[src/csr_pkg.sv]
// Shared definitions of the machine-mode CSR block
// Widths, CSR addresses, field offsets, command codes and the structs
// that run between the access decoder, the trap logic and the counters

package csr_pkg;

    localparam int xlen           = 32;
    localparam int csr_addr_width = 12;
    localparam int cnt_width      = 64;

    // CSR addresses ---------------
    localparam logic [csr_addr_width-1:0] csr_addr_mvendorid = 12'hF11;
    localparam logic [csr_addr_width-1:0] csr_addr_marchid   = 12'hF12;
    localparam logic [csr_addr_width-1:0] csr_addr_mimpid    = 12'hF13;
    localparam logic [csr_addr_width-1:0] csr_addr_mhartid   = 12'hF14;
    localparam logic [csr_addr_width-1:0] csr_addr_mstatus   = 12'h300;
    localparam logic [csr_addr_width-1:0] csr_addr_misa      = 12'h301;
    localparam logic [csr_addr_width-1:0] csr_addr_mie       = 12'h304;
    localparam logic [csr_addr_width-1:0] csr_addr_mtvec     = 12'h305;
    localparam logic [csr_addr_width-1:0] csr_addr_mscratch  = 12'h340;
    localparam logic [csr_addr_width-1:0] csr_addr_mepc      = 12'h341;
    localparam logic [csr_addr_width-1:0] csr_addr_mcause    = 12'h342;
    localparam logic [csr_addr_width-1:0] csr_addr_mtval     = 12'h343;
    localparam logic [csr_addr_width-1:0] csr_addr_mip       = 12'h344;
    localparam logic [csr_addr_width-1:0] csr_addr_cycle     = 12'hC00; // Read-only user views
    localparam logic [csr_addr_width-1:0] csr_addr_instret   = 12'hC02;
    localparam logic [csr_addr_width-1:0] csr_addr_cycleh    = 12'hC80;
    localparam logic [csr_addr_width-1:0] csr_addr_instreth  = 12'hC82;
    localparam logic [csr_addr_width-1:0] csr_addr_mcycle    = 12'hB00; // Machine views
    localparam logic [csr_addr_width-1:0] csr_addr_minstret  = 12'hB02;
    localparam logic [csr_addr_width-1:0] csr_addr_mcycleh   = 12'hB80;
    localparam logic [csr_addr_width-1:0] csr_addr_minstreth = 12'hB82;

    // Identity values
    localparam logic [xlen-1:0] csr_mvendorid = 32'h0000_0000;
    localparam logic [xlen-1:0] csr_marchid   = 32'h0000_0000;
    localparam logic [xlen-1:0] csr_mimpid    = 32'h0000_0001;
    localparam logic [xlen-1:0] csr_misa      = 32'h4000_1100; // RV32IM

    // Field offsets ---------------
    localparam int csr_mstatus_mie_offset  = 3;
    localparam int csr_mstatus_mpie_offset = 7;
    localparam int csr_mstatus_mpp_offset  = 11;
    localparam logic [1:0] csr_mstatus_mpp = 2'b11; // Always machine mode
    localparam int csr_mie_msie_offset     = 3; // Shared by mie and mip
    localparam int csr_mie_mtie_offset     = 7;
    localparam int csr_mie_meie_offset     = 11;

    // Reset values
    localparam logic csr_mstatus_mie_rst_val  = 1'b0;
    localparam logic csr_mstatus_mpie_rst_val = 1'b1;
    localparam logic csr_mie_rst_val          = 1'b0;

    typedef enum logic [1:0] {
        csr_cmd_none  = 2'd0,
        csr_cmd_write = 2'd1,
        csr_cmd_set   = 2'd2,
        csr_cmd_clear = 2'd3
    } csr_cmd_e;

    typedef logic [3:0] exc_code_t;

    localparam exc_code_t exc_code_reset          = 4'd0;
    localparam exc_code_t exc_code_irq_m_software = 4'd3;
    localparam exc_code_t exc_code_irq_m_timer    = 4'd7;
    localparam exc_code_t exc_code_irq_m_external = 4'd11;

    typedef struct packed {
        logic            mstatus_up;
        logic            mie_up;
        logic            mepc_up;
        logic            mcause_up;
        logic            mtval_up;
        logic [1:0]      cycle_up;   // Bit 0 low half, bit 1 high half
        logic [1:0]      instret_up;
        logic [xlen-1:0] w_data;     // Merged write data
    } csr_wr_t;

    typedef struct packed {
        logic            mstatus_mie;
        logic            mstatus_mpie;
        logic            mie_msie;
        logic            mie_mtie;
        logic            mie_meie;
        logic            mip_msip;
        logic            mip_mtip;
        logic            mip_meip;
        logic [xlen-1:0] mepc;
        logic            mcause_i;
        exc_code_t       mcause_ec;
        logic [xlen-1:0] mtval;
    } csr_trap_state_t;

    typedef struct packed {
        logic            take_irq;
        logic            take_exc;
        logic            mret_update;
        logic            mret_instr;
        exc_code_t       exc_code;
        logic [xlen-1:0] trap_val;
    } csr_event_t;

endpackage

[src/csr_access.sv]
// Execute-stage CSR access with address decode, read mux and write merge
// Produces one update strobe per register for the trap logic and the
// counters, and holds mscratch locally

module csr_access #(
    parameter logic [csr_pkg::xlen-1:0] mtvec_base = 32'h0000_0200
) (
    input  logic                                clk,
    input  logic                                rst_n,
    input  logic                                r_req,
    input  logic                                w_req,
    input  logic [csr_pkg::csr_addr_width-1:0]  rw_addr,
    input  csr_pkg::csr_cmd_e                   w_cmd,
    input  logic [csr_pkg::xlen-1:0]            w_data,
    input  logic [csr_pkg::xlen-1:0]            fuse_mhartid,
    input  csr_pkg::csr_trap_state_t            trap_state,
    input  logic [csr_pkg::cnt_width-1:0]       cycle,
    input  logic [csr_pkg::cnt_width-1:0]       instret,
    output logic [csr_pkg::xlen-1:0]            r_data,
    output logic                                rw_exc,
    output csr_pkg::csr_wr_t                    wr
);

    import csr_pkg::*;

    logic [xlen-1:0] mstatus;
    logic [xlen-1:0] mie;
    logic [xlen-1:0] mip;
    logic [xlen-1:0] mscratch;
    logic [xlen-1:0] w_merged;
    logic            mscratch_up;
    logic            r_exc;
    logic            w_exc;

    // Read path ------------------------
    always_comb begin
        mstatus = '0;
        mie     = '0;
        mip     = '0;
        mstatus[csr_mstatus_mie_offset]  = trap_state.mstatus_mie;
        mstatus[csr_mstatus_mpie_offset] = trap_state.mstatus_mpie;
        mstatus[csr_mstatus_mpp_offset+1:csr_mstatus_mpp_offset] = csr_mstatus_mpp;
        mie[csr_mie_msie_offset] = trap_state.mie_msie;
        mie[csr_mie_mtie_offset] = trap_state.mie_mtie;
        mie[csr_mie_meie_offset] = trap_state.mie_meie;
        mip[csr_mie_msie_offset] = trap_state.mip_msip;
        mip[csr_mie_mtie_offset] = trap_state.mip_mtip;
        mip[csr_mie_meie_offset] = trap_state.mip_meip;
    end

    always_comb begin
        r_data = '0;
        r_exc  = 1'b0;
        case (rw_addr)
            csr_addr_mvendorid : r_data = csr_mvendorid;
            csr_addr_marchid   : r_data = csr_marchid;
            csr_addr_mimpid    : r_data = csr_mimpid;
            csr_addr_mhartid   : r_data = fuse_mhartid;
            csr_addr_mstatus   : r_data = mstatus;
            csr_addr_misa      : r_data = csr_misa;
            csr_addr_mie       : r_data = mie;
            csr_addr_mtvec     : r_data = mtvec_base; // Direct mode only
            csr_addr_mscratch  : r_data = mscratch;
            csr_addr_mepc      : r_data = trap_state.mepc;
            csr_addr_mcause    : r_data = {trap_state.mcause_i,
                                           {(xlen-1-$bits(exc_code_t)){1'b0}},
                                           trap_state.mcause_ec};
            csr_addr_mtval     : r_data = trap_state.mtval;
            csr_addr_mip       : r_data = mip;
            csr_addr_cycle,
            csr_addr_mcycle    : r_data = cycle[xlen-1:0];
            csr_addr_cycleh,
            csr_addr_mcycleh   : r_data = cycle[cnt_width-1:xlen];
            csr_addr_instret,
            csr_addr_minstret  : r_data = instret[xlen-1:0];
            csr_addr_instreth,
            csr_addr_minstreth : r_data = instret[cnt_width-1:xlen];
            default            : r_exc  = r_req; // Not implemented
        endcase
    end

    // Write path -----------------------
    always_comb begin
        case (w_cmd)
            csr_cmd_write : w_merged = w_data;
            csr_cmd_set   : w_merged = w_data | r_data;
            csr_cmd_clear : w_merged = ~w_data & r_data;
            default       : w_merged = '0;
        endcase
    end

    always_comb begin
        wr          = '0;
        wr.w_data   = w_merged;
        mscratch_up = 1'b0;
        w_exc       = 1'b0;
        if (w_req) begin
            case (rw_addr)
                csr_addr_mstatus   : wr.mstatus_up    = 1'b1;
                csr_addr_mie       : wr.mie_up        = 1'b1;
                csr_addr_mscratch  : mscratch_up      = 1'b1;
                csr_addr_mepc      : wr.mepc_up       = 1'b1;
                csr_addr_mcause    : wr.mcause_up     = 1'b1;
                csr_addr_mtval     : wr.mtval_up      = 1'b1;
                csr_addr_mcycle    : wr.cycle_up[0]   = 1'b1;
                csr_addr_mcycleh   : wr.cycle_up[1]   = 1'b1;
                csr_addr_minstret  : wr.instret_up[0] = 1'b1;
                csr_addr_minstreth : wr.instret_up[1] = 1'b1;
                csr_addr_misa,
                csr_addr_mtvec,
                csr_addr_mip       : begin end // Silently ignored
                default            : w_exc = 1'b1; // Read-only or unknown
            endcase
        end
    end

    assign rw_exc = r_exc | w_exc;

    always_ff @(posedge clk) begin
        if (!rst_n) begin
            mscratch <= '0;
        end else if (mscratch_up) begin
            mscratch <= w_merged;
        end
    end

endmodule

[src/csr_trap.sv]
// Machine trap registers and interrupt logic
// Applies trap events and CSR write strobes to mstatus, mie, mepc, mcause
// and mtval, and drives the interrupt request and the new program counter

module csr_trap #(
    parameter logic [csr_pkg::xlen-1:0] mtvec_base = 32'h0000_0200
) (
    input  logic                        clk,
    input  logic                        rst_n,
    input  csr_pkg::csr_wr_t            wr,
    input  csr_pkg::csr_event_t         evt,
    input  logic [csr_pkg::xlen-1:0]    curr_pc,
    input  logic [csr_pkg::xlen-1:0]    next_pc,
    input  logic                        ext_irq,
    input  logic                        soft_irq,
    input  logic                        timer_irq,
    output csr_pkg::csr_trap_state_t    trap_state,
    output logic [csr_pkg::xlen-1:0]    new_pc,
    output logic                        irq,
    output logic                        ip_ie,
    output logic                        mstatus_mie_up
);

    import csr_pkg::*;

    logic              mstatus_mie;
    logic              mstatus_mpie;
    logic              mie_msie;
    logic              mie_mtie;
    logic              mie_meie;
    logic [xlen-1:2]   mepc;       // Word aligned
    logic              mcause_i;
    exc_code_t         mcause_ec;
    exc_code_t         mcause_ec_new;
    logic [xlen-1:0]   mtval;
    logic              e_exc;
    logic              e_irq;
    logic              e_mret;

    // Event priority -------------------
    assign e_exc  = evt.take_exc;
    assign e_irq  = evt.take_irq & ~evt.take_exc; // Exception wins
    assign e_mret = evt.mret_update;

    // Highest pending enabled source
    always_comb begin
        if (ext_irq & mie_meie) begin
            mcause_ec_new = exc_code_irq_m_external;
        end else if (soft_irq & mie_msie) begin
            mcause_ec_new = exc_code_irq_m_software;
        end else if (timer_irq & mie_mtie) begin
            mcause_ec_new = exc_code_irq_m_timer;
        end else begin
            mcause_ec_new = exc_code_irq_m_external;
        end
    end

    // Registers ------------------------
    always_ff @(posedge clk) begin
        if (!rst_n) begin
            mstatus_mie  <= csr_mstatus_mie_rst_val;
            mstatus_mpie <= csr_mstatus_mpie_rst_val;
        end else if (e_exc | e_irq) begin
            mstatus_mie  <= 1'b0;
            mstatus_mpie <= mstatus_mie;
        end else if (e_mret) begin
            mstatus_mie  <= mstatus_mpie;
            mstatus_mpie <= 1'b1;
        end else if (wr.mstatus_up) begin
            mstatus_mie  <= wr.w_data[csr_mstatus_mie_offset];
            mstatus_mpie <= wr.w_data[csr_mstatus_mpie_offset];
        end
    end

    always_ff @(posedge clk) begin
        if (!rst_n) begin
            mie_msie <= csr_mie_rst_val;
            mie_mtie <= csr_mie_rst_val;
            mie_meie <= csr_mie_rst_val;
        end else if (wr.mie_up) begin
            mie_msie <= wr.w_data[csr_mie_msie_offset];
            mie_mtie <= wr.w_data[csr_mie_mtie_offset];
            mie_meie <= wr.w_data[csr_mie_meie_offset];
        end
    end

    always_ff @(posedge clk) begin
        if (e_exc) begin
            mepc <= curr_pc[xlen-1:2];
        end else if (e_irq & ~evt.mret_instr) begin
            mepc <= next_pc[xlen-1:2]; // Resume after the interrupted instruction
        end else if (wr.mepc_up) begin
            mepc <= wr.w_data[xlen-1:2];
        end
    end

    always_ff @(posedge clk) begin
        if (!rst_n) begin
            mcause_i  <= 1'b0;
            mcause_ec <= exc_code_reset;
        end else if (e_exc) begin
            mcause_i  <= 1'b0;
            mcause_ec <= evt.exc_code;
        end else if (e_irq) begin
            mcause_i  <= 1'b1;
            mcause_ec <= mcause_ec_new;
        end else if (wr.mcause_up) begin
            mcause_i  <= wr.w_data[xlen-1];
            mcause_ec <= wr.w_data[$bits(exc_code_t)-1:0];
        end
    end

    always_ff @(posedge clk) begin
        if (e_exc) begin
            mtval <= evt.trap_val;
        end else if (e_irq) begin
            mtval <= '0;
        end else if (wr.mtval_up) begin
            mtval <= wr.w_data;
        end
    end

    // Outputs --------------------------
    assign ip_ie = (ext_irq & mie_meie) | (soft_irq & mie_msie) | (timer_irq & mie_mtie);
    assign irq   = ip_ie & mstatus_mie;

    assign new_pc = (evt.mret_instr & ~e_irq) ? {mepc, 2'b00} : mtvec_base;

    assign mstatus_mie_up = wr.mstatus_up | wr.mie_up | e_mret;

    always_comb begin
        trap_state.mstatus_mie  = mstatus_mie;
        trap_state.mstatus_mpie = mstatus_mpie;
        trap_state.mie_msie     = mie_msie;
        trap_state.mie_mtie     = mie_mtie;
        trap_state.mie_meie     = mie_meie;
        trap_state.mip_msip     = soft_irq;
        trap_state.mip_mtip     = timer_irq;
        trap_state.mip_meip     = ext_irq;
        trap_state.mepc         = {mepc, 2'b00};
        trap_state.mcause_i     = mcause_i;
        trap_state.mcause_ec    = mcause_ec;
        trap_state.mtval        = mtval;
    end

endmodule

[src/csr_counter.sv]
// 64-bit event counter with separate low and high half writes
// Used for both the cycle and the instret counters

module csr_counter (
    input  logic                            clk,
    input  logic                            rst_n,
    input  logic                            inc,
    input  logic [1:0]                      up,     // Bit 0 low, bit 1 high
    input  logic [csr_pkg::xlen-1:0]        w_data,
    output logic [csr_pkg::cnt_width-1:0]   count
);

    import csr_pkg::*;

    logic [cnt_width-1:0] count_next;

    // A half write replaces that half of the incremented value
    always_comb begin
        count_next = count + {{(cnt_width-1){1'b0}}, inc};
        if (up[0]) begin
            count_next[xlen-1:0] = w_data;
        end
        if (up[1]) begin
            count_next[cnt_width-1:xlen] = w_data;
        end
    end

    always_ff @(posedge clk) begin
        if (!rst_n) begin
            count <= '0;
        end else begin
            count <= count_next;
        end
    end

endmodule

[src/csr_unit.sv]
// Machine-mode CSR block of the core, seen from the execute stage
// Connects the access decoder, the trap logic and the cycle and instret
// counters; mtvec_base sets the trap vector

module csr_unit #(
    parameter logic [csr_pkg::xlen-1:0] mtvec_base = 32'h0000_0200
) (
    input  logic                                clk,
    input  logic                                rst_n,
    input  logic                                r_req,
    input  logic                                w_req,
    input  logic [csr_pkg::csr_addr_width-1:0]  rw_addr,
    input  csr_pkg::csr_cmd_e                   w_cmd,
    input  logic [csr_pkg::xlen-1:0]            w_data,
    input  csr_pkg::csr_event_t                 evt,
    input  logic [csr_pkg::xlen-1:0]            curr_pc,
    input  logic [csr_pkg::xlen-1:0]            next_pc,
    input  logic                                instret_nexc, // Retired without exception
    input  logic                                ext_irq,
    input  logic                                soft_irq,
    input  logic                                timer_irq,
    input  logic [csr_pkg::xlen-1:0]            fuse_mhartid,
    output logic [csr_pkg::xlen-1:0]            r_data,
    output logic                                rw_exc,
    output logic [csr_pkg::xlen-1:0]            new_pc,
    output logic                                irq,
    output logic                                ip_ie,
    output logic                                mstatus_mie_up
);

    import csr_pkg::*;

    csr_wr_t              wr;
    csr_trap_state_t      trap_state;
    logic [cnt_width-1:0] cycle;
    logic [cnt_width-1:0] instret;

    csr_access #(
        .mtvec_base (mtvec_base)
    ) i_access (
        .clk          (clk),
        .rst_n        (rst_n),
        .r_req        (r_req),
        .w_req        (w_req),
        .rw_addr      (rw_addr),
        .w_cmd        (w_cmd),
        .w_data       (w_data),
        .fuse_mhartid (fuse_mhartid),
        .trap_state   (trap_state),
        .cycle        (cycle),
        .instret      (instret),
        .r_data       (r_data),
        .rw_exc       (rw_exc),
        .wr           (wr)
    );

    csr_trap #(
        .mtvec_base (mtvec_base)
    ) i_trap (
        .clk            (clk),
        .rst_n          (rst_n),
        .wr             (wr),
        .evt            (evt),
        .curr_pc        (curr_pc),
        .next_pc        (next_pc),
        .ext_irq        (ext_irq),
        .soft_irq       (soft_irq),
        .timer_irq      (timer_irq),
        .trap_state     (trap_state),
        .new_pc         (new_pc),
        .irq            (irq),
        .ip_ie          (ip_ie),
        .mstatus_mie_up (mstatus_mie_up)
    );

    // Cycle counts every clock
    csr_counter i_cycle (
        .clk    (clk),
        .rst_n  (rst_n),
        .inc    (1'b1),
        .up     (wr.cycle_up),
        .w_data (wr.w_data),
        .count  (cycle)
    );

    csr_counter i_instret (
        .clk    (clk),
        .rst_n  (rst_n),
        .inc    (instret_nexc),
        .up     (wr.instret_up),
        .w_data (wr.w_data),
        .count  (instret)
    );

endmodule

[config.mk]
export PLATFORM = sky130hd
export DESIGN_NAME = csr_unit
export DESIGN_NICKNAME = d
export VERILOG_FILES = /design/src/csr_pkg.sv /design/src/csr_access.sv /design/src/csr_trap.sv /design/src/csr_counter.sv /design/src/csr_unit.sv
export SDC_FILE = /design/constraint.sdc
export NUM_CORES = 1
export LEC_CHECK = 0
export BUFFER_PORTS_ARGS = -buffer_cell sky130_fd_sc_hd__buf_2
export CAP_MARGIN = 10
export CORE_MARGIN = 2
export CORE_UTILIZATION = 40
export CTS_CLUSTER_SIZE = 25
export DETAILED_ROUTE_END_ITERATION = 12
export HOLD_SLACK_MARGIN = 0.02
export REMOVE_ABC_BUFFERS = 1
export SYNTH_ARGS = -nofsm -noshare
export SYNTH_HDL_FRONTEND = slang
export SYNTH_HIERARCHICAL = 1
export SYNTH_SLANG_ARGS = --single-unit
[constraint.sdc]
create_clock -name clk -period 5.42 [get_ports clk]
set_input_delay 0 -clock clk [delete_from_list [all_inputs] [get_ports clk]]
set_output_delay 0 -clock clk [all_outputs]
set_load 0.1 [all_outputs]
==> results of run 1 <==
==> layout make-up <==
type / instances / area share
Inverter: 36 / 0.00663
Clock buffer: 42 / 0.0419
Tap cell: 525 / 0.0322
Clock inverter: 10 / 0.00503
Timing Repair Buffer: 459 / 0.159
Sequential cell: 232 / 0.258
Multi-Input combinational cell: 1495 / 0.497
Antenna cell: 1 / 0.000123
==> metal layers <==
| layer | vias up | track usage |
|---|---|---|
| li1 | 8013 | - |
| met1 | 8629 | 0.420 |
| met2 | 1095 | 0.504 |
| met3 | 223 | 0.0331 |
| met4 | 0 | 0.153 |
| met5 | - | 0 |
==> cell families (layout without fill, tap and decap cells) <==
group,after synthesis,in the layout,share of synthesized area
AOI/OAI and AO/OA,527,527,0.232
xor gates and xnor gates,72,72,0.0389
adders and majority gates,4,4,0.00308
buffers and inverters,204,547,0.0565
DFF,232,232,0.325
muxes,110,110,0.0736
other,2,6,0.000463
and+or+nand+nor,777,777,0.271
==> flip-flops by register name (all words and copies together), names as in the netlist <==
name and flops:
i_access/mscratch 32, i_cycle/count 64, i_instret/count 64, i_trap/mcause_ec 4, i_trap/mcause_i 1, i_trap/mepc 30
i_trap/mie_meie 1, i_trap/mie_msie 1, i_trap/mie_mtie 1, i_trap/mstatus_mie 1, i_trap/mstatus_mpie 1, i_trap/mtval 32
==> layout by cell type, fill, tap and decap left out, types with 59 or more instances in the layout <==
| cell type | instances |
|---|---|
| buf_2 | 249 |
| nand2_1 | 186 |
| dfxtp_1 | 170 |
| dlygate4sd3_1 | 164 |
| o21ai_0 | 112 |
| nor2_1 | 93 |
| nand3_1 | 89 |
| mux2i_1 | 81 |
| edfxtp_1 | 62 |
| and3_1 | 59 |
| nor3_1 | 59 |
==> power breakdown <==
group | total, W | internal, W | leakage [nW] | switching (W)
logic | 0.000783 | 0.000271 | 5.54 | 0.000513
registers | 0.00188 | 0.00185 | 2.00 | 0.0000309
clock network | 0.00198 | 0.00118 | 0.468 | 0.000799
==> through the flow <==
step | power, W | instances | setup WS, ns | utilization
3_3_place_gp | 0.00258 | 2583 | 1.96 | 0.445
3_5_place_dp | 0.00259 | 2583 | 1.87 | 0.445
2_1_floorplan | 0.00227 | 1763 | 0.967 | -
4_1_cts | 0.00464 | 2799 | 1.68 | 0.510
5_1_grt | 0.00477 | 2800 | 1.44 | 0.511
6_report | 0.00464 | 2800 | 1.56 | 0.511
==> worst min-delay path, stage by stage <==
cell and delay, ns:
buf_2 0.09, o2bb2ai_1 0.12, nor3_1 0.07, o41ai_2 0.29
==> worst max path at each step <==
| stage | startpoint | to | slack [ns] | depth (start not counted) |
|---|---|---|---|---|
| after floorplan | rw_addr[0] | i_instret/count[30] | 0.97 | 5 |
| after global placement | rw_addr[0] | i_cycle/count[53] | 1.96 | 8 |
| after detailed placement | rw_addr[2] | i_cycle/count[28] | 1.87 | 9 |
| after CTS | rw_addr[7] | i_trap/mcause_ec[3] | 1.68 | 11 |
| after global routing | rw_addr[2] | i_trap/mcause_ec[3] | 1.44 | 11 |
| final | rw_addr[7] | i_trap/mcause_ec[3] | 1.56 | 11 |
==> out/results.md, run 1 <==
| Parameter | Value | Unit |
|---|---|---|
| CP Capture Type | flop | - |
| Register-to-register setup slack | 1.70 | ns |
| Max-capacitance violation count | 0 | - |
| PD cells | 228 | mW/mm^2 |
| Die area | 0.0422 | mm^2 |
| Clk sinks | 232 | - |
| Clk slew on worst S/H paths | 0.06 | ns |
| Number of vias in the routed layout | 17960 | - |
| Top post-synthesis cells by area | dfxtp_1 21%, edfxtp_1 11%, mux2i_1 5.0%, nand2_1 4.3%, o21ai_0 3.5% | - |
| Type of the worst setup path | primary input to flop | - |
| Clock tree from TritonCTS | built | - |
| Arrival time of the worst setup path | 4.31 | ns |
| Depth of the worst register-to-register path | 10 | - |
| Drt first-iter violations | 2075 | - |
| Number of levels the H-tree was split into | 1 | - |
| Number of hold violations in the final report | 0 | - |
| Most frequent cells after synthesis | 186 x nand2_1, 170 x dfxtp_1, 112 x o21ai_0 | - |
| Reg-to-Reg Start | i_trap/mtval[3] | - |
| Number of enable flip-flop cells after synthesis | 62 | - |
| Fill count | 3770 | - |
| Total buffers and inverters traversed by the critical path | 4 | - |
| Overall die width | 205 | um |
| Leakage component of the power | 8.01 | nW |
| Die span in y | 205 | um |
| Antenna Nets Post-Route | 0 | - |
| Critical path required time | 5.87 | ns |
| Fin nets | 2446 | - |
| Ports placed on the boundary | 258 | - |
| Area Overhead vs Synth | 25.6 | % |
| Initial core utilization | 0.406 | - |
| Routed met3 length | 5640 | um |
| Area occupied by registers | 0.00527 | mm^2 |
| Cell Area, Placed | 0.0178 | mm^2 |
| Number of buffers created by CTS | 28 | - |
| Layout cell share with drive strength beyond 1 | 0.191 | - |
| Library cell with the highest instance count after synthesis | nand2_1 | - |
| Overall Global Routing Usage | 0.314 | - |
| Post-Syn Instances | 1928 | - |
| Slew of the pin with the lowest slew margin | 1.33 | ns |
| Class of the most critical hold timing path | primary input to flop | - |
| Standard-cell rows | 73 | - |
| Max rail drop VDD | 0.212 | mV |
| Via count of the first global-routing pass | 16989 | - |
| Capture point of the worst reg-to-reg path | i_trap/mcause_ec[3] | - |
| Final period util | 0.712 | - |
| Yosys top cell by area | dfxtp_1 | - |
| Cts repair resizes | 0 | - |
| Final worst path period need | 3.86 | ns |
| Setup Total Neg Slack | 0 | ns |
| Hold endpoint | i_access/mscratch[23] | - |
| Max Transition Viols Final | 0 | - |
| Core footprint | 0.0399 | mm^2 |
| Share of Yosys cell area claimed by the top area cell type | 0.210 | - |
| RSZ-0062 raised after global routing | no | - |
| Fin area | 0.0204 | mm^2 |
| GP Congestion | 0.966 | - |
| Number of input and output port buffers inserted | 251 | - |
| Met1 layer wirelength in the final routing | 27800 | um |
| Multi-input combinational cell area | 0.0101 | mm^2 |
| Number of different library cells in the post-synthesis netlist | 85 | - |
| Post-route worst hold slack | 0.0464 | ns |
| Slowest library cell on the worst path | buf_4 | - |
| Clk buf depth | 3 | - |
| Average detailed-routed wire length per instance | 24.3 | um |
| Residual DRC | 0 | - |
| HPWL Detailed | 46300 | um |
| Top Family by Delay on Critical Path | buffers and inverters | - |
| Setup Fix Bufs, Post-CTS | 0 | - |
| Sum of overflow across all layers after global routing | 0 | - |
| Antenna violations before repair | 2 | - |
| Post-synth ARST share | 0 | - |
| Hold Crit Start | fuse_mhartid[23] | - |
| Most used flip-flop cell after synthesis | dfxtp_1 | - |
| Worst Skew | 0.0155 | ns |
| WHS Path Cells | 4 | - |
| Mapped cell area | 0.0162 | mm^2 |
| Clock root buffer | clkbuf_16 | - |
| Critical path fanouts, max | 39 | - |
| Run status | completed | - |
| Global-route wire length before repair | 102000 | um |
| Sum of met2 wire segment lengths after detailed routing | 31000 | um |
| Count of yosys warnings during synthesis | 6 | - |
| Count of TritonRoute iterations in the first routing pass | 5 | - |
| Maximum achievable frequency | 0.259 | GHz |
| Post-DR vias/cell | 6.41 | - |
| Cell Chain, Critical Path | buf_4 > buf_4 > mux2i_1 > o22ai_1 > a211o_1 > a21bo_2 > or4b_1 > o211ai_1 > dlygate4sd3_1 > nor3_1 > dlygate4sd3_1 | - |
| Startpoint types | primary input | - |
| Maximum number of pins on one net before global-route repair | 75 | - |
| Maximum single-stage delay on the critical path | 0.65 | ns |
| Proportion of synthesized chip area in sequential cells | 0.325 | - |
| Number of buffers added to fix hold violations after cts | 164 | - |
| Clock Latency Late Sink | 0.57 | ns |
| Rel. slew slack | 0.101 | - |
| Synthesized flop and latch total | 232 | - |
| Count of endpoints failing setup in the final report | 0 | - |
| Highest metal layer used by the detailed router | met4 | - |
| Average footprint of a synthesized cell | 8.42 | um^2 |
| Overall routed net length | 68100 | um |
Power figures use the tool's default switching activity.
==> run 2: changes to the inputs <==
- clock period: 5.42 -> 3.8 ns (I/O delays scaled with it)
==> run 2 against run 1 <==
Against the previous run: die area unchanged; largest cell class unchanged; via count up 0.51%; first-iteration DRC count down 15%; clock skew up 0.0033 ns; setup slack worse by 1.0 ns; clock power up 39%.
==> out/results.md, run 2 (synthesis results as in run 1) <==
| Parameter | Value | Unit | Delta |
|---|---|---|---|
| Layout cell share with drive strength beyond 1 | 0.200 | - | +0.00897 |
| Class of the most critical hold timing path | primary input to flop | - |  |
| Run status | completed | - |  |
| Average detailed-routed wire length per instance | 24.6 | um | +1.1% |
| Core footprint | 0.0399 | mm^2 | unchanged |
| Global-route wire length before repair | 104000 | um | +1.9% |
| Sum of overflow across all layers after global routing | 0 | - | unchanged |
| Ports placed on the boundary | 258 | - | unchanged |
| Max rail drop VDD | 0.321 | mV | +51% |
| Standard-cell rows | 73 | - | unchanged |
| Fill count | 3714 | - | -1.5% |
| Total Power Consumption | 0.00659 | W | +42% |
| Number of vias in the routed layout | 18051 | - | +0.51% |
| Fin nets | 2474 | - | +1.1% |
| RSZ-0062 raised after global routing | no | - |  |
| Most common cell after layout, fill and taps aside | buf_2 | - |  |
| Count of endpoints failing setup in the final report | 0 | - | unchanged |
| CP Capture Type | flop | - |  |
| Clk sinks | 232 | - | unchanged |
| Initial core utilization | 0.406 | - | unchanged |
| Overall routed net length | 69500 | um | +2.1% |
| Largest registers | i_cycle/count x64, i_instret/count x64 | - |  |
| Leading cell types in the layout, fill and taps excluded | 236 x buf_2, 186 x nand2_1, 170 x dfxtp_1 | - |  |
| Final period util | 0.857 | - |  |
| PD cells | 317 | mW/mm^2 | +39% |
| Maximum achievable frequency | 0.307 | GHz |  |
| Clock tree from TritonCTS | built | - |  |
| Drt first-iter violations | 1769 | - | -15% |
| Startpoint types | flop | - |  |
| Worst Skew | 0.0188 | ns | +0.00332 ns |
| Critical path required time | 4.11 | ns | -1.76 ns |
| Count of TritonRoute iterations in the first routing pass | 6 | - | +1 |
| GP Congestion | 0.948 | - | -1.8% |
| Clock root buffer | clkbuf_16 | - |  |
| Die span in y | 205 | um | unchanged |
| Number of hold violations in the final report | 0 | - | unchanged |
| Overall Global Routing Usage | 0.319 | - | +0.00563 |
| Post-DR vias/cell | 6.38 | - | -0.49% |
| Maximum number of pins on one net before global-route repair | 67 | - | -11% |
| Slew of the pin with the lowest slew margin | 1.40 | ns | +0.0641 ns |
| Residual DRC | 0 | - | unchanged |
| Max Transition Viols Final | 0 | - | unchanged |
| Number of buffers created by CTS | 29 | - | +3.6% |
| Antenna violations before repair | 1 | - | -1 |
| Overall die width | 205 | um | unchanged |
| Clock Latency Late Sink | 0.58 | ns | about the same |
| Arrival time of the worst setup path | 3.57 | ns | -0.74 ns |
| Number of levels the H-tree was split into | 1 | - | unchanged |
| Antenna Nets Post-Route | 0 | - | unchanged |
| Cts repair resizes | 0 | - | unchanged |
| Final worst path period need | 3.26 | ns |  |
| Clk buf depth | 3 | - | unchanged |
| Max-capacitance violation count | 0 | - | unchanged |
| Area Overhead vs Synth | 28.0 | % |  |
| Core occupancy in the finished layout | 0.520 | - | +0.00981 |
| Critical path fanouts, max | 7 | - | -82% |
| Number of input and output port buffers inserted | 251 | - | unchanged |
| Via count of the first global-routing pass | 17226 | - | +1.4% |
| Type of the worst setup path | flop to flop | - |  |
| Leakage component of the power | 8.18 | nW | +2.0% |
| HPWL Detailed | 48600 | um | +4.8% |
| Die area | 0.0422 | mm^2 | unchanged |
| Clk slew on worst S/H paths | 0.06 | ns | about the same |
| Rel. slew slack | 0.0583 | - | -0.0432 |
[run 2: changes by cell type in the layout (fill, tap and decap cells not counted), moves of 3 or more]
cell / previous run / this run
dlygate4sd3_1: 164 / 161
buf_12: 1 / 16
buf_4: 45 / 73
clkbuf_1: 5 / 11
buf_2: 249 / 236
[run 2: cell type report]
cell class / count / area (um^2) / area share
Antenna cell: 1 / 2.50 / 0.000120
Clock buffer: 49 / 913 / 0.0440
Clock inverter: 4 / 25.0 / 0.00120
Inverter: 36 / 135 / 0.00650
Multi-Input combinational cell: 1495 / 10100 / 0.487
Sequential cell: 232 / 5270 / 0.253
Tap cell: 525 / 657 / 0.0316
Timing Repair Buffer: 486 / 3660 / 0.176
[run 2: per-layer routing]
metal	vias up	part of all wire	track usage
met5	-	0	0
met4	0	0.050	0.145
met3	199	0.087	0.0424
met2	1003	0.46	0.525
met1	8764	0.41	0.417
li1	8085	-	-
[run 2: stage by stage]
step,setup TNS (ns),cell area [um^2],setup slack [ns],cells,hold slack (ns)
finish,0,20800,0.542,2828,0.0548
detailed placement,0,18200,0.518,2613,0.274
global route,0,20800,0.493,2828,0.0492
global placement,0,18200,0.683,2613,0.270
CTS,0,20800,0.689,2827,0.0322
floorplan,-8.01,15500,-0.653,1763,0.0800
[run 2: worst paths after layout]
| path | startpoint | endpoint | slack [ns] | cells past startpoint |
|---|---|---|---|---|
| hold / removal | fuse_mhartid[15] | i_access/mscratch[15] | 0.05 | 4 |
| hold reg to reg | i_access/mscratch[23] | i_access/mscratch[23] | 0.48 | 2 |
| setup reg to reg | i_instret/count[43] | i_trap/mtval[11] | 0.54 | 8 |
| setup / recovery | i_instret/count[43] | i_trap/mtval[11] | 0.54 | 8 |
[run 2: critical path: stages (launching register included)]
cell and delay, ns:
dfxtp_1 0.34, mux2i_1 0.34, o22a_1 0.21, nor2_1 0.06
a2111oi_0 0.52, o21ai_0 0.67, nand2_1 0.20, o21ai_1 0.08
dlygate4sd3_1 0.57
[run 2: repair_timing]
action / in CTS / in global routing
endpoints found under the hold margin: 104 / 0
buffers inserted: 0 / 0
hold buffers: 161 / 0
[run 2: report_power, final]
group | internal [W] | switching (W)
clock network | 0.00162 | 0.00113
logic | 0.000407 | 0.000742
registers | 0.00264 | 0.0000426
total | 0.00467 | 0.00192
